[src/hdl/issuer_pkg.sv]
// shared widths and sizes for the command issuer
// command, payload and instruction structs
// operation, instruction opcode and controller state enums
package issuer_pkg;

    localparam int PROC_COUNT   = 4;
    localparam int PROC_IDX_W   = 2;
    localparam int CMD_ID_W     = 4;
    localparam int ADDR_W       = 10;
    localparam int COUNT_W      = 6;
    localparam int PARKED_DEPTH = 8;
    localparam int PARK_CNT_W   = $clog2(PARKED_DEPTH) + 1; // 0..DEPTH inclusive

    localparam logic [CMD_ID_W-1:0] NO_DEP = '0; // reserved, never a real id

    typedef enum logic [1:0] {
        OP_ADD = 2'd0,
        OP_SUB = 2'd1,
        OP_MUL = 2'd2,
        OP_MAC = 2'd3
    } op_e;

    // operation payload, 38 bits
    typedef struct packed {
        op_e                op;
        logic [ADDR_W-1:0]  addr_0;
        logic [ADDR_W-1:0]  addr_1;
        logic [ADDR_W-1:0]  wr_addr;
        logic [COUNT_W-1:0] count;
    } cmd_info_t;

    // full command from the outside queue, 46 bits
    typedef struct packed {
        logic [CMD_ID_W-1:0] id;
        logic [CMD_ID_W-1:0] dep;   // NO_DEP when independent
        cmd_info_t           info;
    } cmd_t;

    typedef enum logic [1:0] {
        INSTR_NOP   = 2'd0,
        INSTR_LD    = 2'd1,
        INSTR_INFO  = 2'd2,
        INSTR_STORE = 2'd3
    } instr_opcode_e;

    // info payload is {pad, count, op}
    typedef struct packed {
        instr_opcode_e     opcode;
        logic [ADDR_W-1:0] payload;
    } instr_t;

    typedef enum logic [2:0] {
        IDLE, FINISH_ACK, CMD_GET, CMD_CHECK, PARK, ISSUE, WAIT_SEQ
    } issue_state_e;

endpackage
[src/hdl/issuer_top.sv]
// command issuer top level
// controller, inflight table, parked queue and instruction sequencer
`timescale 1ns/1ps

module issuer_top
    import issuer_pkg::*;
(
    input  logic                  i_clk,
    input  logic                  i_rstn,
    input  cmd_t                  i_cmd,
    input  logic                  i_empty_queue,
    output logic                  o_rd_queue,
    input  logic [PROC_COUNT-1:0] i_busy_proc,
    input  logic [PROC_COUNT-1:0] i_finish_proc,
    output logic [PROC_COUNT-1:0] o_en_proc,
    output logic [PROC_COUNT-1:0] o_ack_proc,
    output instr_t                o_instr,
    output logic                  o_finished_task
);

    logic                  set, clear, dep_running;
    logic [PROC_IDX_W-1:0] proc_idx, seq_proc;
    logic [CMD_ID_W-1:0]   set_id, dep_id;
    logic                  push, pop, park_empty, park_full;
    cmd_t                  park_cmd, park_head;
    logic [PARK_CNT_W-1:0] park_count;
    logic                  seq_start, seq_busy;
    cmd_info_t             seq_info;
    logic [PROC_COUNT-1:0] fin_ack, seq_ack;

    issue_ctrl u_ctrl (
        .i_clk, .i_rstn, .i_cmd, .i_empty_queue, .o_rd_queue,
        .i_busy_proc, .i_finish_proc, .o_en_proc,
        .o_fin_ack(fin_ack), .o_set(set), .o_clear(clear), .o_proc_idx(proc_idx),
        .o_set_id(set_id), .o_dep_id(dep_id), .i_dep_running(dep_running),
        .o_push(push), .o_pop(pop), .o_park_cmd(park_cmd), .i_park_head(park_head),
        .i_park_empty(park_empty), .i_park_full(park_full), .i_park_count(park_count),
        .o_seq_start(seq_start), .o_seq_info(seq_info), .o_seq_proc(seq_proc),
        .i_seq_busy(seq_busy), .o_finished_task
    );

    inflight_table u_table (
        .i_clk, .i_rstn, .i_set(set), .i_clear(clear), .i_proc_idx(proc_idx),
        .i_set_id(set_id), .i_dep_id(dep_id), .o_dep_running(dep_running)
    );

    parked_queue #(.DEPTH(PARKED_DEPTH)) u_parked (
        .i_clk, .i_rstn, .i_push(push), .i_pop(pop), .i_cmd(park_cmd),
        .o_head(park_head), .o_empty(park_empty), .o_full(park_full), .o_count(park_count)
    );

    instr_sequencer u_seq (
        .i_clk, .i_rstn, .i_start(seq_start), .i_info(seq_info), .i_proc_idx(seq_proc),
        .o_ack_proc(seq_ack), .o_instr, .o_busy(seq_busy)
    );

    // finish acks only happen while the sequencer is idle
    assign o_ack_proc = seq_ack | fin_ack;

endmodule

[src/hdl/issue_ctrl.sv]
// issue controller FSM
// finish handling, retry budget for parked commands
// lowest finishing / lowest free processor priority pick
// park or issue decision and table/sequencer strobes
`timescale 1ns/1ps

module issue_ctrl
    import issuer_pkg::*;
(
    input  logic                  i_clk,
    input  logic                  i_rstn,
    // outside queue
    input  cmd_t                  i_cmd,
    input  logic                  i_empty_queue,
    output logic                  o_rd_queue,
    // processors
    input  logic [PROC_COUNT-1:0] i_busy_proc,
    input  logic [PROC_COUNT-1:0] i_finish_proc,
    output logic [PROC_COUNT-1:0] o_en_proc,
    output logic [PROC_COUNT-1:0] o_fin_ack,
    // inflight table
    output logic                  o_set,
    output logic                  o_clear,
    output logic [PROC_IDX_W-1:0] o_proc_idx,
    output logic [CMD_ID_W-1:0]   o_set_id,
    output logic [CMD_ID_W-1:0]   o_dep_id,
    input  logic                  i_dep_running,
    // parked queue
    output logic                  o_push,
    output logic                  o_pop,
    output cmd_t                  o_park_cmd,
    input  cmd_t                  i_park_head,
    input  logic                  i_park_empty,
    input  logic                  i_park_full,
    input  logic [PARK_CNT_W-1:0] i_park_count,
    // sequencer
    output logic                  o_seq_start,
    output cmd_info_t             o_seq_info,
    output logic [PROC_IDX_W-1:0] o_seq_proc,
    input  logic                  i_seq_busy,
    output logic                  o_finished_task
);

    issue_state_e          state;
    cmd_t                  cur_cmd;      // command under check / issue
    logic [PROC_IDX_W-1:0] proc_sel;     // finishing or target processor
    logic                  from_parked;
    logic [PARK_CNT_W-1:0] budget;       // parked entries left to retry
    logic [PROC_COUNT-1:0] proc_onehot;
    logic [PROC_IDX_W-1:0] fin_idx;
    logic [PROC_IDX_W-1:0] free_idx;
    logic                  any_free;
    logic                  take_parked;
    logic                  take_queue;

    // lowest set bit wins
    function automatic logic [PROC_IDX_W-1:0] lowest_set(input logic [PROC_COUNT-1:0] vec);
        logic [PROC_IDX_W-1:0] idx;
        idx = '0;
        for (int i = PROC_COUNT - 1; i >= 0; i--) begin
            if (vec[i]) idx = PROC_IDX_W'(i);
        end
        return idx;
    endfunction

    assign fin_idx     = lowest_set(i_finish_proc);
    assign free_idx    = lowest_set(~i_busy_proc);
    assign any_free    = ~&i_busy_proc;
    assign take_parked = any_free && (budget != '0) && !i_park_empty;
    assign take_queue  = any_free && !i_empty_queue && !i_park_full;

    always_ff @(posedge i_clk or negedge i_rstn) begin
        if (!i_rstn) begin
            state       <= IDLE;
            proc_sel    <= '0;
            from_parked <= 1'b0;
            budget      <= '0;
        end else begin
            case (state)
                IDLE: begin
                    if (|i_finish_proc) begin             // finish first
                        proc_sel <= fin_idx;
                        state    <= FINISH_ACK;
                    end else if (take_parked) begin       // then parked retries
                        proc_sel    <= free_idx;
                        from_parked <= 1'b1;
                        budget      <= budget - 1'b1;
                        state       <= CMD_GET;
                    end else if (take_queue) begin
                        proc_sel    <= free_idx;
                        from_parked <= 1'b0;
                        state       <= CMD_GET;
                    end
                end
                FINISH_ACK: begin
                    budget <= i_park_count;  // retry everything parked so far
                    state  <= IDLE;
                end
                CMD_GET:   state <= CMD_CHECK;
                CMD_CHECK: state <= i_dep_running ? PARK : ISSUE;
                PARK:      state <= IDLE;
                ISSUE:     state <= WAIT_SEQ;
                WAIT_SEQ: begin
                    if (!i_seq_busy) state <= IDLE;
                end
                default:   state <= IDLE;
            endcase
        end
    end

    // command register, taken with the read or pop
    always_ff @(posedge i_clk) begin
        if (state == CMD_GET) begin
            cur_cmd <= from_parked ? i_park_head : i_cmd;
        end
    end

    assign proc_onehot = PROC_COUNT'(1) << proc_sel;

    assign o_rd_queue  = (state == CMD_GET) && !from_parked;
    assign o_pop       = (state == CMD_GET) && from_parked;
    assign o_push      = (state == PARK);   // re-park goes to the tail
    assign o_park_cmd  = cur_cmd;

    assign o_en_proc   = (state == ISSUE) ? proc_onehot : '0;
    assign o_fin_ack   = (state == FINISH_ACK) ? proc_onehot : '0;

    assign o_set       = (state == ISSUE);
    assign o_clear     = (state == FINISH_ACK);
    assign o_proc_idx  = proc_sel;
    assign o_set_id    = cur_cmd.id;
    assign o_dep_id    = cur_cmd.dep;

    assign o_seq_start = (state == ISSUE);
    assign o_seq_info  = cur_cmd.info;
    assign o_seq_proc  = proc_sel;

    assign o_finished_task = (state == IDLE) && ~|i_busy_proc && i_park_empty;

endmodule

[src/hdl/instr_sequencer.sv]
// four-beat instruction sequencer for one processor
// ld addr_0, ld addr_1, info op/count, store wr_addr
// one-hot ack per beat, busy level across the beats
`timescale 1ns/1ps

module instr_sequencer
    import issuer_pkg::*;
(
    input  logic                  i_clk,
    input  logic                  i_rstn,
    input  logic                  i_start,
    input  cmd_info_t             i_info,
    input  logic [PROC_IDX_W-1:0] i_proc_idx,
    output logic [PROC_COUNT-1:0] o_ack_proc,
    output instr_t                o_instr,
    output logic                  o_busy
);

    localparam logic [1:0] LAST_BEAT = 2'd3;

    logic                  active;
    logic [1:0]            beat;     // 0..3, order of the sequence
    cmd_info_t             info_q;
    logic [PROC_IDX_W-1:0] proc_q;

    always_ff @(posedge i_clk or negedge i_rstn) begin
        if (!i_rstn) begin
            active <= 1'b0;
            beat   <= '0;
        end else if (i_start) begin
            active <= 1'b1;
            beat   <= '0;
        end else if (active) begin
            beat <= beat + 1'b1;
            if (beat == LAST_BEAT) active <= 1'b0;
        end
    end

    // latched with the start pulse
    always_ff @(posedge i_clk) begin
        if (i_start) begin
            info_q <= i_info;
            proc_q <= i_proc_idx;
        end
    end

    assign o_busy     = active;
    assign o_ack_proc = active ? (PROC_COUNT'(1) << proc_q) : '0;

    always_comb begin
        o_instr = '0; // nop when idle
        if (active) begin
            case (beat)
                2'd0: begin
                    o_instr.opcode  = INSTR_LD;
                    o_instr.payload = info_q.addr_0;
                end
                2'd1: begin
                    o_instr.opcode  = INSTR_LD;
                    o_instr.payload = info_q.addr_1;
                end
                2'd2: begin
                    o_instr.opcode  = INSTR_INFO;
                    o_instr.payload = ADDR_W'({info_q.count, info_q.op}); // op in low bits
                end
                default: begin
                    o_instr.opcode  = INSTR_STORE;
                    o_instr.payload = info_q.wr_addr;
                end
            endcase
        end
    end

endmodule

[src/hdl/parked_queue.sv]
// circular FIFO of commands waiting on a running dependency
// first-word-fall-through head, occupancy count, full and empty flags
`timescale 1ns/1ps

module parked_queue
    import issuer_pkg::*;
#(
    parameter int DEPTH = PARKED_DEPTH  // power of two
) (
    input  logic                   i_clk,
    input  logic                   i_rstn,
    input  logic                   i_push,
    input  logic                   i_pop,
    input  cmd_t                   i_cmd,
    output cmd_t                   o_head,
    output logic                   o_empty,
    output logic                   o_full,
    output logic [$clog2(DEPTH):0] o_count
);

    localparam int PTR_W = $clog2(DEPTH);

    cmd_t             mem [DEPTH];
    logic [PTR_W-1:0] wr_ptr;
    logic [PTR_W-1:0] rd_ptr;
    logic [PTR_W:0]   count;
    logic             do_push;
    logic             do_pop;

    assign o_empty = (count == '0);
    assign o_full  = (count == DEPTH[PTR_W:0]);
    assign o_count = count;
    assign o_head  = mem[rd_ptr];   // fall-through head

    // push into a full queue only when a pop frees the slot
    assign do_pop  = i_pop && !o_empty;
    assign do_push = i_push && (!o_full || do_pop);

    always_ff @(posedge i_clk or negedge i_rstn) begin
        if (!i_rstn) begin
            wr_ptr <= '0;
            rd_ptr <= '0;
            count  <= '0;
        end else begin
            if (do_push) wr_ptr <= wr_ptr + 1'b1;  // wraps at DEPTH
            if (do_pop)  rd_ptr <= rd_ptr + 1'b1;
            case ({do_push, do_pop})
                2'b10:   count <= count + 1'b1;
                2'b01:   count <= count - 1'b1;
                default: count <= count;        // both or neither
            endcase
        end
    end

    always_ff @(posedge i_clk) begin
        if (do_push) begin
            mem[wr_ptr] <= i_cmd;
        end
    end

endmodule

[src/hdl/inflight_table.sv]
// per-processor table of running command ids
// set on issue, clear on finish ack
// combinational lookup of a dependency id against valid entries
`timescale 1ns/1ps

module inflight_table
    import issuer_pkg::*;
(
    input  logic                  i_clk,
    input  logic                  i_rstn,
    input  logic                  i_set,        // record i_set_id on i_proc_idx
    input  logic                  i_clear,      // drop entry of i_proc_idx
    input  logic [PROC_IDX_W-1:0] i_proc_idx,
    input  logic [CMD_ID_W-1:0]   i_set_id,
    input  logic [CMD_ID_W-1:0]   i_dep_id,
    output logic                  o_dep_running
);

    logic [PROC_COUNT-1:0] entry_valid;
    logic [CMD_ID_W-1:0]   entry_id [PROC_COUNT];

    always_ff @(posedge i_clk or negedge i_rstn) begin
        if (!i_rstn) begin
            entry_valid <= '0;
        end else begin
            if (i_set) begin
                entry_valid[i_proc_idx] <= 1'b1;
            end else if (i_clear) begin
                entry_valid[i_proc_idx] <= 1'b0;
            end
        end
    end

    // id storage, only meaningful while valid
    always_ff @(posedge i_clk) begin
        if (i_set) begin
            entry_id[i_proc_idx] <= i_set_id;
        end
    end

    // dependency lookup
    always_comb begin
        o_dep_running = 1'b0;
        if (i_dep_id != NO_DEP) begin
            for (int p = 0; p < PROC_COUNT; p++) begin
                if (entry_valid[p] && (entry_id[p] == i_dep_id)) begin
                    o_dep_running = 1'b1;
                end
            end
        end
    end

endmodule

[config.mk]
export PLATFORM = sky130hd
export DESIGN_NAME = issuer_top
export DESIGN_NICKNAME = d
export VERILOG_FILES = /design/src/hdl/issuer_pkg.sv /design/src/hdl/issuer_top.sv /design/src/hdl/issue_ctrl.sv /design/src/hdl/instr_sequencer.sv /design/src/hdl/parked_queue.sv /design/src/hdl/inflight_table.sv
export SDC_FILE = /design/constraint.sdc
export NUM_CORES = 1
export LEC_CHECK = 0
export ABC_CLOCK_PERIOD_IN_PS = 4350
export BUFFER_PORTS_ARGS = -buffer_cell sky130_fd_sc_hd__buf_2
export CAP_MARGIN = 10
export CORE_MARGIN = 4
export CORE_UTILIZATION = 55
export DETAILED_ROUTE_END_ITERATION = 6
export PLACE_DENSITY = 0.81
export SYNTH_ARGS = -nofsm -noshare
export SYNTH_HDL_FRONTEND = slang
export SYNTH_SLANG_ARGS = --single-unit
[constraint.sdc]
create_clock -name i_clk -period 4.35 [get_ports i_clk]
set_input_delay 0.435 -clock i_clk [delete_from_list [all_inputs] [get_ports i_clk]]
set_output_delay 0.435 -clock i_clk [all_outputs]
set_load 0.02 [all_outputs]
Word level (Yosys, flattened, before mapping)
Memory sizes are Yosys's and may differ from the RTL's.
Index checks and enable logic that the tools add are counted.
{"block": "word_totals", "out_inout_bits": 22, "regBits": 113, "mem_bits_rw": 384, "word_cells": 148, "in_bits": 57, "n_memories": 2}
{"memory": "u_parked.mem", "depth": 8, "word_bits": 46, "rd": 1, "rd_clocked_by_memory_dff": 0, "wr": 1, "line_no": "parked_queue.sv:23", "rtl": "cmd_t mem [DEPTH];"}
{"memory": "u_table.entry_id", "depth": 4, "word_bits": 4, "rd": 4, "rd_clocked_by_memory_dff": 0, "wr": 1, "line_no": "inflight_table.sv:20", "rtl": "logic [CMD_ID_W-1:0] entry_id [PROC_COUNT];"}
{"block": "classes", "addsub": 6, "n_eq_ne": 20, "n_reduce_logical": 40, "shift": 2, "magnitude_cmp": 2, "muxes": 47, "bitwise_logic": 6}
{"operator": "$mux W46", "n": 1}
{"operator": "$pmux W12 S3", "n": 1}
{"operator": "$mux W4", "n": 7}
{"operator": "$mux W2", "n": 13}
{"operator": "$eq A4 B4 Y1", "n": 4}
{"operator": "$mux W1", "n": 16}
{"operator": "$pmux W4 S2", "n": 2}
{"operator": "$logic_and A1 B1 Y1", "n": 15}
{"operator": "$pmux W3 S5", "n": 1}
{"operator": "$mux W12", "n": 1}
{"operator": "$mux W3", "n": 4}
{"operator": "$reduce_bool A2 Y1", "n": 5}
{"operator": "$eq A3 B3 Y1 const B", "n": 3}
{"operator": "$not A4 Y4", "n": 2}
{"operator": "$or A4 B4 Y4", "n": 2}
{"operator": "$reduce_bool A4 Y1", "n": 2}
{"operator": "$reduce_or A4 Y1", "n": 2}
{"operator": "$shl A1 B2 Y4 const A", "n": 2}
{"operator": "$sub A4 B1 Y4 const B", "n": 2}
{"operator": "$add A3 B1 Y3 const B", "n": 2}
{"operator": "$eq A2 B2 Y1 const B", "n": 3}
{"operator": "$eq A3 B2 Y1 const B", "n": 2}
{"operator": "$logic_not A1 Y1", "n": 6}
{"operator": "$reduce_and A3 Y1", "n": 2}
{"operator": "other kinds (20)", "n": 23}

Logic depth before layout (Yosys ltp)
Gate-level depths: netlist (run 1).
An unclocked memory read counts as a cell.
{"block": "depth", "word_depth": 10, "mapped_depth": 10, "depth_no_buf": 9}

By module
Synthesis (run 1) repeated with hierarchy kept, for this count alone.
{"block": "unflattened", "cells_unflattened": 1030, "hier_area_um2": 20173.1}
{"module": "parked_queue", "seq_area_each_um2": 11300.8, "area_each_um2": 14530.2, "cells_each": 615, "n_inst": 1}
{"module": "issue_ctrl", "seq_area_each_um2": 1631.6, "area_each_um2": 3002.9, "cells_each": 237, "n_inst": 1}
{"module": "instr_sequencer", "seq_area_each_um2": 1276.2, "area_each_um2": 1725.4, "cells_each": 108, "n_inst": 1}
{"module": "inflight_table", "seq_area_each_um2": 580.6, "area_each_um2": 889.6, "cells_each": 66, "n_inst": 1}
{"module": "issuer_top", "seq_area_each_um2": 0.0, "area_each_um2": 25.0, "cells_each": 4, "n_inst": 1}

Worst setup path after synthesis (run 1)
OpenSTA, ideal clock, no wires.
{"block": "synth_path", "kind": "flip-flop to flip-flop", "start": "reg u_ctrl.state[1]", "end": "mem u_parked.mem[0][0] in the netlist's numbering (enable)", "path_stages_with_launch": 6, "setup_ps": 506, "path_slack_ps": -335, "t_required_ps": 3844, "path_buffers": 1, "arrival_time_ps": 4178, "period_less_slack_ps": 4685, "cell_sequence": "dfrtp_1 -> clkbuf_1 -> nor2_1 -> and3_1 -> nand2b_1 -> nor3_1"}
{"block": "synth_between", "elab_chain_len": 7, "word_cells_on_any_way": 8, "classes_between": "eq/ne (2); mux (2); reduce/logical (4)"}
{"item": "start, declared", "line_no": "issue_ctrl.sv:44", "rtl": "issue_state_e state;"}
{"item": "start signal, assigned", "line_no": "issue_ctrl.sv:100", "rtl": "CMD_CHECK: state <= i_dep_running ? PARK : ISSUE;"}
{"item": "$eq A3 B2 Y1", "line_no": "issue_ctrl.sv:121", "rtl": "assign o_pop = (state == CMD_GET) && from_parked;"}
{"item": "$logic_and A1 B1 Y1", "line_no": "issue_ctrl.sv:121"}
{"item": "$logic_and A1 B1 Y1", "line_no": "parked_queue.sv:36", "rtl": "assign do_pop = i_pop && !o_empty;"}
{"item": "$logic_or A1 B1 Y1", "line_no": "parked_queue.sv:37", "rtl": "assign do_push = i_push && (!o_full || do_pop);"}
{"item": "$logic_and A1 B1 Y1 *", "line_no": "parked_queue.sv:37"}
{"item": "$mux W1 *", "line_no": "parked_queue.sv:56", "rtl": "if (do_push) begin"}
{"item": "$mux W1 (implied by the code) *", "line_no": "parked_queue.sv:57", "rtl": "mem[wr_ptr] <= i_cmd;"}
{"item": "end, declared", "line_no": "parked_queue.sv:23"}
Mark *: on every way between the ends. The rest lies on a longest branch, timed or not.

Worst setup path in the final report (run 1)
{"block": "layout_path", "start": "reg u_ctrl.state[2]", "end": "out o_en_proc[0]"}
{"block": "layout_between", "elab_chain_len": 2}
{"item": "$eq A3 B3 Y1", "line_no": "issue_ctrl.sv:125", "rtl": "assign o_en_proc = (state == ISSUE) ? proc_onehot : '0;"}
{"item": "$mux W4", "line_no": "issue_ctrl.sv:125"}
{"item": "end, declared", "line_no": "issuer_top.sv:15", "rtl": "output logic [PROC_COUNT-1:0] o_en_proc,"}
No other way between the ends.

==> impl_metrics.yaml, run 1 <==
run_status:
  outcome: "finished clean"
drt:
  drc: 0
  vias_per_cell: 6.18
  drtIter0Drc: 1098
  drt_first_pass_iters: 6
  via_count: 9831
  final_antenna_net_count: 0
  totalWireLength_um: 39900
  avgRoutedWirePerCell_um: 25.1
worst_setup_path:
  reg2reg_from: "u_parked.o_count[2]$_DFFE_PN0P_"
  critical_path.top_delay_family: "simple AND/OR/NAND/NOR gates"
  critPathKind: "reg -> out"
  cp-endpoint: "o_en_proc[0]"
  crit_slowest_cell: "nor4_1"
  end_kind: "output pin"
  reg2reg_to: "u_parked.mem[2][45]$_DFFE_PP_"
  path_cells: "inv_1 -> nor4_1 -> buf_2"
  worstRegToRegCells: 6
  cp_slowest_stage_delay_ns: 0.87
  critPathLaunch: "u_ctrl.state[2]$_DFFE_PN0P_"
  crit_path_start_kind: "register"
  critical_path.max_fanout: 14
  cp.required_ns: 3.91
  r2r_setup_slack_ns: 1.65
  worst_ep_arrival_time_ns: 2.56
  worst-path-stages: 3
  crit_buf_inv: 2
sta:
  period_share_pct: 68.9
  max-slew-margin-rel_pct: 27.7
  hold_violations: 0
  setup_tns_ns: 0
  slew_violations: 0
  setup_ws_ns: 1.35
  whs_ns: 0.201
  timing.fmax_mhz: 334
  tightest_slew_ns: 1.08
  setup_viol: 0
  fin_crit_ns: 3.00
  rsz0062_at_grt: "false"
  fin_skew_ns: 0.0243
placement:
  gp_congestion: 0.786
  placed_cell_area_mm2: 0.0203
  portBuffers: 78
  dp_slack_ns: 1.75
  hpwl_um: 22400
  dp.cells: 1499
floorplanning:
  die-width_um: 196
  rows: 68
  start_util_pct: 55.9
  dieArea_mm2: 0.0382
  die_h_um: 196
  ios: 79
  coreArea_mm2: 0.0346
layout:
  syn2layout_area_growth_pct: 13.7
  fillers: 2198
  design_area_mm2: 0.0220
  drive_gt1_share_pct: 25.9
  multi_input_area_mm2: 0.00434
  antenna_cells: 0
  stdcell_count: 1591
  ff_latch_area_mm2: 0.0148
  num-nets-final: 1164
cts:
  post_cts.repair.setup_buffers: 0
  ctsHoldBuffers: 1
  cts_buffers: 49
  cts.htree.levels: 2
  cts-root-buf: "clkbuf_16"
  ctsResizeCount: 0
  clk_pin_slew_ns: 0.06
  clk_latency_ns: 0.56
  clock_sinks: 497
  cts_tree: "built"
  clockBufferDepth: 3
pwr:
  pwr-share-clk_pct: 34.4
  pwr-share-comb_pct: 14.5
  power.share.switching_pct: 27.2
  seqPwrFrac_pct: 51.0
  p_leak_nw: 7.16
  power_density_mw_per_mm2: 564
  p_switching_mw: 3.37
  power.internal_mw: 9.03
  ir_drop_v: 0.000427
logic_synthesis:
  async_reset_ff_share_pct: 5.43
  synth_ff_type: "edfxtp_1"
  synth_edf_count: 470
  syn_inst: 997
  synth_most_common_cell: "edfxtp_1"
  avgSynthCellArea_um2: 19.4
  synth_top_area_cell: "edfxtp_1"
  synthTopCellsByCount: "470 x edfxtp_1, 92 x mux4_2, 91 x nor2_1"
  yosys_warnings: 0
  synth_top_area_share_pct: 73.0
  ys_seq_area_share_pct: 76.5
  syn-cell-area_mm2: 0.0193
  synth_area_leaders: "edfxtp_1 73%, mux4_2 11%, dfrtp_1 3.5%, mux2i_1 2.5%, nor2_1 1.8%"
  synth_cell_type_count: 45
  synth-seq-cells: 497
  synth_nets: 1065
grt:
  grt_pass1_wl_um: 61700
  grt.total_usage_pct: 21.1
  grt_pass1_vias: 10300
  grt_max_degree: 71
  antenna_found_initial: 1
  gr-total-overflow: 0
run:
  drv_cap: 0
hold_path:
  hold_class: "in -> reg"
-- per-layer routing --
layer	GRT usage, %	up-vias	wire, um
li1	-	4182	-
met1	29.2	5063	15400
met2	34.4	496	20200
met3	3.90	88	3160
met4	7.11	2	1180
met5	0.128	-	13
-- state kept, by name (all words and copies together) (netlist names), named ones only --
signal and cells:
u_ctrl.budget 4, u_ctrl.from_parked 1, u_ctrl.o_dep_id 4, u_ctrl.o_park_cmd 38, u_ctrl.o_proc_idx 2, u_ctrl.o_set_id 4
u_ctrl.state 3, u_parked.mem 368, u_parked.o_count 4, u_parked.rd_ptr 3, u_parked.wr_ptr 3, u_seq.beat 2
u_seq.info_q 38, u_seq.o_busy 1, u_seq.proc_q 2, u_table.entry_id 16
-- cells by family after synthesis --
| family | Yosys count | synth area share, % |
|---|---|---|
| AO/OA/AOI/OAI | 95 | 2.89 |
| buffers and inverters | 63 | 1.45 |
| multiplexers | 145 | 13.5 |
| flip-flops | 497 | 76.5 |
| XOR/XNOR | 26 | 1.18 |
| adder cells (fa/ha/maj) | 11 | 0.750 |
| AND/OR/NAND/NOR | 160 | 3.80 |
-- power by group through the flow --
stage	clock network (mW)	registers [mW]	logic, mW
floorplan	0	6.14	1.39
finish	4.27	6.33	1.80
CTS	4.33	6.32	1.82
global placement	0	6.36	1.75
global route	4.56	6.38	1.98
detailed placement	0	6.41	1.79
-- worst min-delay path, stage by stage --
cell     delay (ns)
buf_2          0.08
nor2_1         0.03
a21oi_1        0.10
-- area by class of cell --
| class | instances | area share [%] |
|---|---|---|
| sequential | 497 | 67.3 |
| multi-input combinational | 437 | 19.7 |
| clock buffer | 62 | 6.22 |
| timing repair buffer | 97 | 2.60 |
| tap | 455 | 2.59 |
| clock inverter | 29 | 1.34 |
| inverter | 14 | 0.239 |
-- through the flow --
stage	total power, mW	utilization (%)
final	12.4	63.5
after global placement	8.11	58.7
after detailed placement	8.20	58.7
after floorplan	7.53	-
after CTS	12.5	63.5
after global routing	12.9	63.5
-- worst min-delay path by stage --
stage / slack (ns) / depth (start not counted) / from / endpoint
finish: 0.20 / 3 / i_cmd[6] / u_ctrl.o_park_cmd[6]$_DFFE_PN_
global route: 0.21 / 3 / i_cmd[25] / u_ctrl.o_park_cmd[25]$_DFFE_PN_
CTS: 0.18 / 3 / i_cmd[6] / u_ctrl.o_park_cmd[6]$_DFFE_PN_
detailed placement: 0.47 / 1 / register / register
global placement: 0.46 / 1 / register / register
floorplan: 0.14 / 0 / i_rstn / async pin
-- cells in the final DEF, fill, tap and decap left out, types with 4 or more instances in the layout --
cell type / count
inv_1: 12
ha_1: 10
dfrtp_1: 23
clkbuf_8: 5
bufinv_16: 4
a222oi_1: 8
inv_6: 5
nor2_4: 6
clkbuf_1: 6
mux2i_1: 49
nand2b_1: 6
clkinv_2: 8
a21oi_1: 61
mux2_2: 4
clkinv_1: 5
nand2_1: 28
buf_2: 78
buf_4: 15
nor4_1: 6
mux4_2: 92
clkinv_4: 5
nand3_1: 4
edfxtp_1: 470
nor3_1: 9
xor2_1: 15
clkbuf_16: 51
nor2_1: 85
o21ai_0: 11
xnor2_1: 11
Power figures use the tool's default switching activity.
==> inputs of run 2 (changes only) <==
ABC_CLOCK_PERIOD_IN_PS = 2800   (was 4350)
CORE_UTILIZATION = 60   (was 55)
PLACE_DENSITY = 0.84   (was 0.81)
clock period = 2.8 ns   (was 4.35 ns; I/O delays follow)
==> impl_metrics.yaml, run 2 (same netlist as run 1, synthesis figures left out) <==
run_status:
  outcome: "complete, but fails checks"
  violations: "design-rule violations"
sta:
  hold_violations: 0
  slew_violations: 0
  period_share_pct: 96.9
  timing.fmax_mhz: 369
  tightest_slew_ns: 1.22
  fin_crit_ns: 2.71
  rsz0062_at_grt: "true"
  fin_skew_ns: 0.0220
  setup_ws_ns: 0.0879
  whs_ns: 0.0519
  max-slew-margin-rel_pct: 18.5
  setup_viol: 0
cts:
  clk_latency_ns: 0.55
  cts-root-buf: "clkbuf_16"
  post_cts.repair.setup_buffers: 0
  clk_pin_slew_ns: 0.06
  clockBufferDepth: 3
  cts_buffers: 48
  cts_tree: "built"
  cts.htree.levels: 2
  clock_sinks: 497
drt:
  vias_per_cell: 6.44
  drt_first_pass_iters: 7
  via_count: 9981
  drtIter0Drc: 1050
  totalWireLength_um: 40900
  avgRoutedWirePerCell_um: 26.4
  drc: 2
  final_antenna_net_count: 0
floorplanning:
  coreArea_mm2: 0.0317
  die-width_um: 188
  ios: 79
  die_h_um: 188
  start_util_pct: 61.0
  rows: 65
  dieArea_mm2: 0.0352
worst_setup_path:
  crit_buf_inv: 2
  reg2reg_to: "u_parked.mem[7][24]$_DFFE_PP_"
  critPathKind: "reg -> out"
  cp_slowest_stage_delay_ns: 0.46
  end_kind: "output pin"
  path_cells: "inv_1 -> ha_1 -> a222oi_1 -> nor2_1 -> a21oi_1 -> nor2_1 -> buf_2"
  cp.required_ns: 2.52
  crit_top_cell: "nor2_1"
  critical_path.top_delay_family: "compound AO/OA/AOI/OAI gates"
  crit_slowest_cell: "dfrtp_1"
  worst_ep_arrival_time_ns: 2.43
  r2r_setup_slack_ns: 0.11
  worstRegToRegCells: 6
  crit_path_start_kind: "register"
  critical_path.max_fanout: 10
  critPathLaunch: "u_seq.beat[1]$_DFFE_PN0P_"
  reg2reg_from: "u_parked.o_count[1]$_DFFE_PN0P_"
grt:
  grt_pass1_wl_um: 62500
  grt_pass1_vias: 10300
  grt.total_usage_pct: 23.3
  gr-total-overflow: 0
  grt_max_degree: 95
  antenna_found_initial: 0
pwr:
  p_leak_nw: 7.23
  power.internal_mw: 14.3
  p_switching_mw: 5.22
  pwr-share-comb_pct: 15.9
  power_density_mw_per_mm2: 880
  seqPwrFrac_pct: 49.7
  pwr-share-clk_pct: 34.4
  power.share.switching_pct: 26.8
  ir_drop_v: 0.000728
hold_path:
  holdPathStages: 3
  hold_start: "i_cmd[9]"
  hold_class: "in -> reg"
  holdPathEnd: "u_ctrl.o_park_cmd[9]$_DFFE_PN_"
layout:
  final_cell_mix: "470 x edfxtp_1, 92 x mux4_2, 85 x nor2_1"
  largest-register: "u_parked.mem"
  largest_reg_flops: 368
  syn2layout_area_growth_pct: 14.6
  layout_commonest_cell: "edfxtp_1"
  fillers: 1848
  drive_gt1_share_pct: 25.8
  num-nets-final: 1177
  antenna_cells: 0
placement:
  gp_congestion: 0.802
  portBuffers: 78
  hpwl_um: 22400
  dp_slack_ns: 0.103
run:
  drv_cap: 0
-- run 2: cell count changes in the layout (fill, tap and decap cells not counted), moves of 5 or more --
cell	delta
clkbuf_1	+8
clkinv_1	+5
buf_12	+10
inv_6	-5
clkbuf_8	-5
-- run 2: worst min-delay path, cell delays in order --
cell and delay [ns]:
buf_2 0.08, nor2_1 0.03, a21oi_1 0.09
-- run 2: repair_timing --
item,CTS,global route
gates resized for setup,0,5
pin swaps,1,1
endpoints found under the setup margin,1,39
hold buffers,1,0
endpoints found under the hold margin,27,0
-- run 2: area by class of cell --
type	instances	area [um^2]	share of cell area [%]
Tap cell	402	503	2.27
Clock inverter	26	337	1.52
Inverter	14	52.6	0.237
Multi-Input combinational cell	437	4350	19.6
Sequential cell	497	14800	66.8
Clock buffer	64	1300	5.88
Timing Repair Buffer	111	815	3.68
-- run 2: worst max-delay path by stage --
| stage | endpoint | depth (start not counted) |
|---|---|---|
| 6_report | o_instr[6] | 7 |
| 5_1_grt | u_parked.mem[7][24]$_DFFE_PP_ | 6 |
| 4_1_cts | o_instr[0] | 7 |
| 3_5_place_dp | u_parked.mem[7][7]$_DFFE_PP_ | 6 |
| 3_3_place_gp | u_parked.mem[7][28]$_DFFE_PP_ | 6 |
| 2_1_floorplan | u_parked.mem[6][0]$_DFFE_PP_ | 5 |
-- run 2: per-layer routing --
metal / share of wire (%) / up-vias / global-route usage, %
met1: 38 / 5172 / 32.3
met4: 2.5 / 0 / 6.63
li1: - / 4210 / -
met2: 52 / 513 / 39.3
met3: 7.5 / 86 / 3.82
met5: 0 / - / 0
-- run 2: power by group through the flow --
stage	Combinational [mW]	Sequential (mW)	Clock, mW
3_3_place_gp	2.95	9.76	0
6_report	3.10	9.70	6.70
3_5_place_dp	3.04	9.83	0
4_1_cts	3.11	9.69	6.78
2_1_floorplan	2.16	9.54	0
5_1_grt	3.37	9.77	7.14
-- run 2: per-stage QoR --
stage	area (um^2)	TNS [ns]	power, mW	std cells	utilization [%]
after global placement	20500	0	12.7	1460	64.6
after global routing	22200	-0.805	20.3	1551	69.9
final	22200	0	19.5	1551	69.9
after detailed placement	20500	0	12.9	1460	64.6
after CTS	22100	0	19.6	1551	69.8
after floorplan	19400	-219.29	11.7	997	-
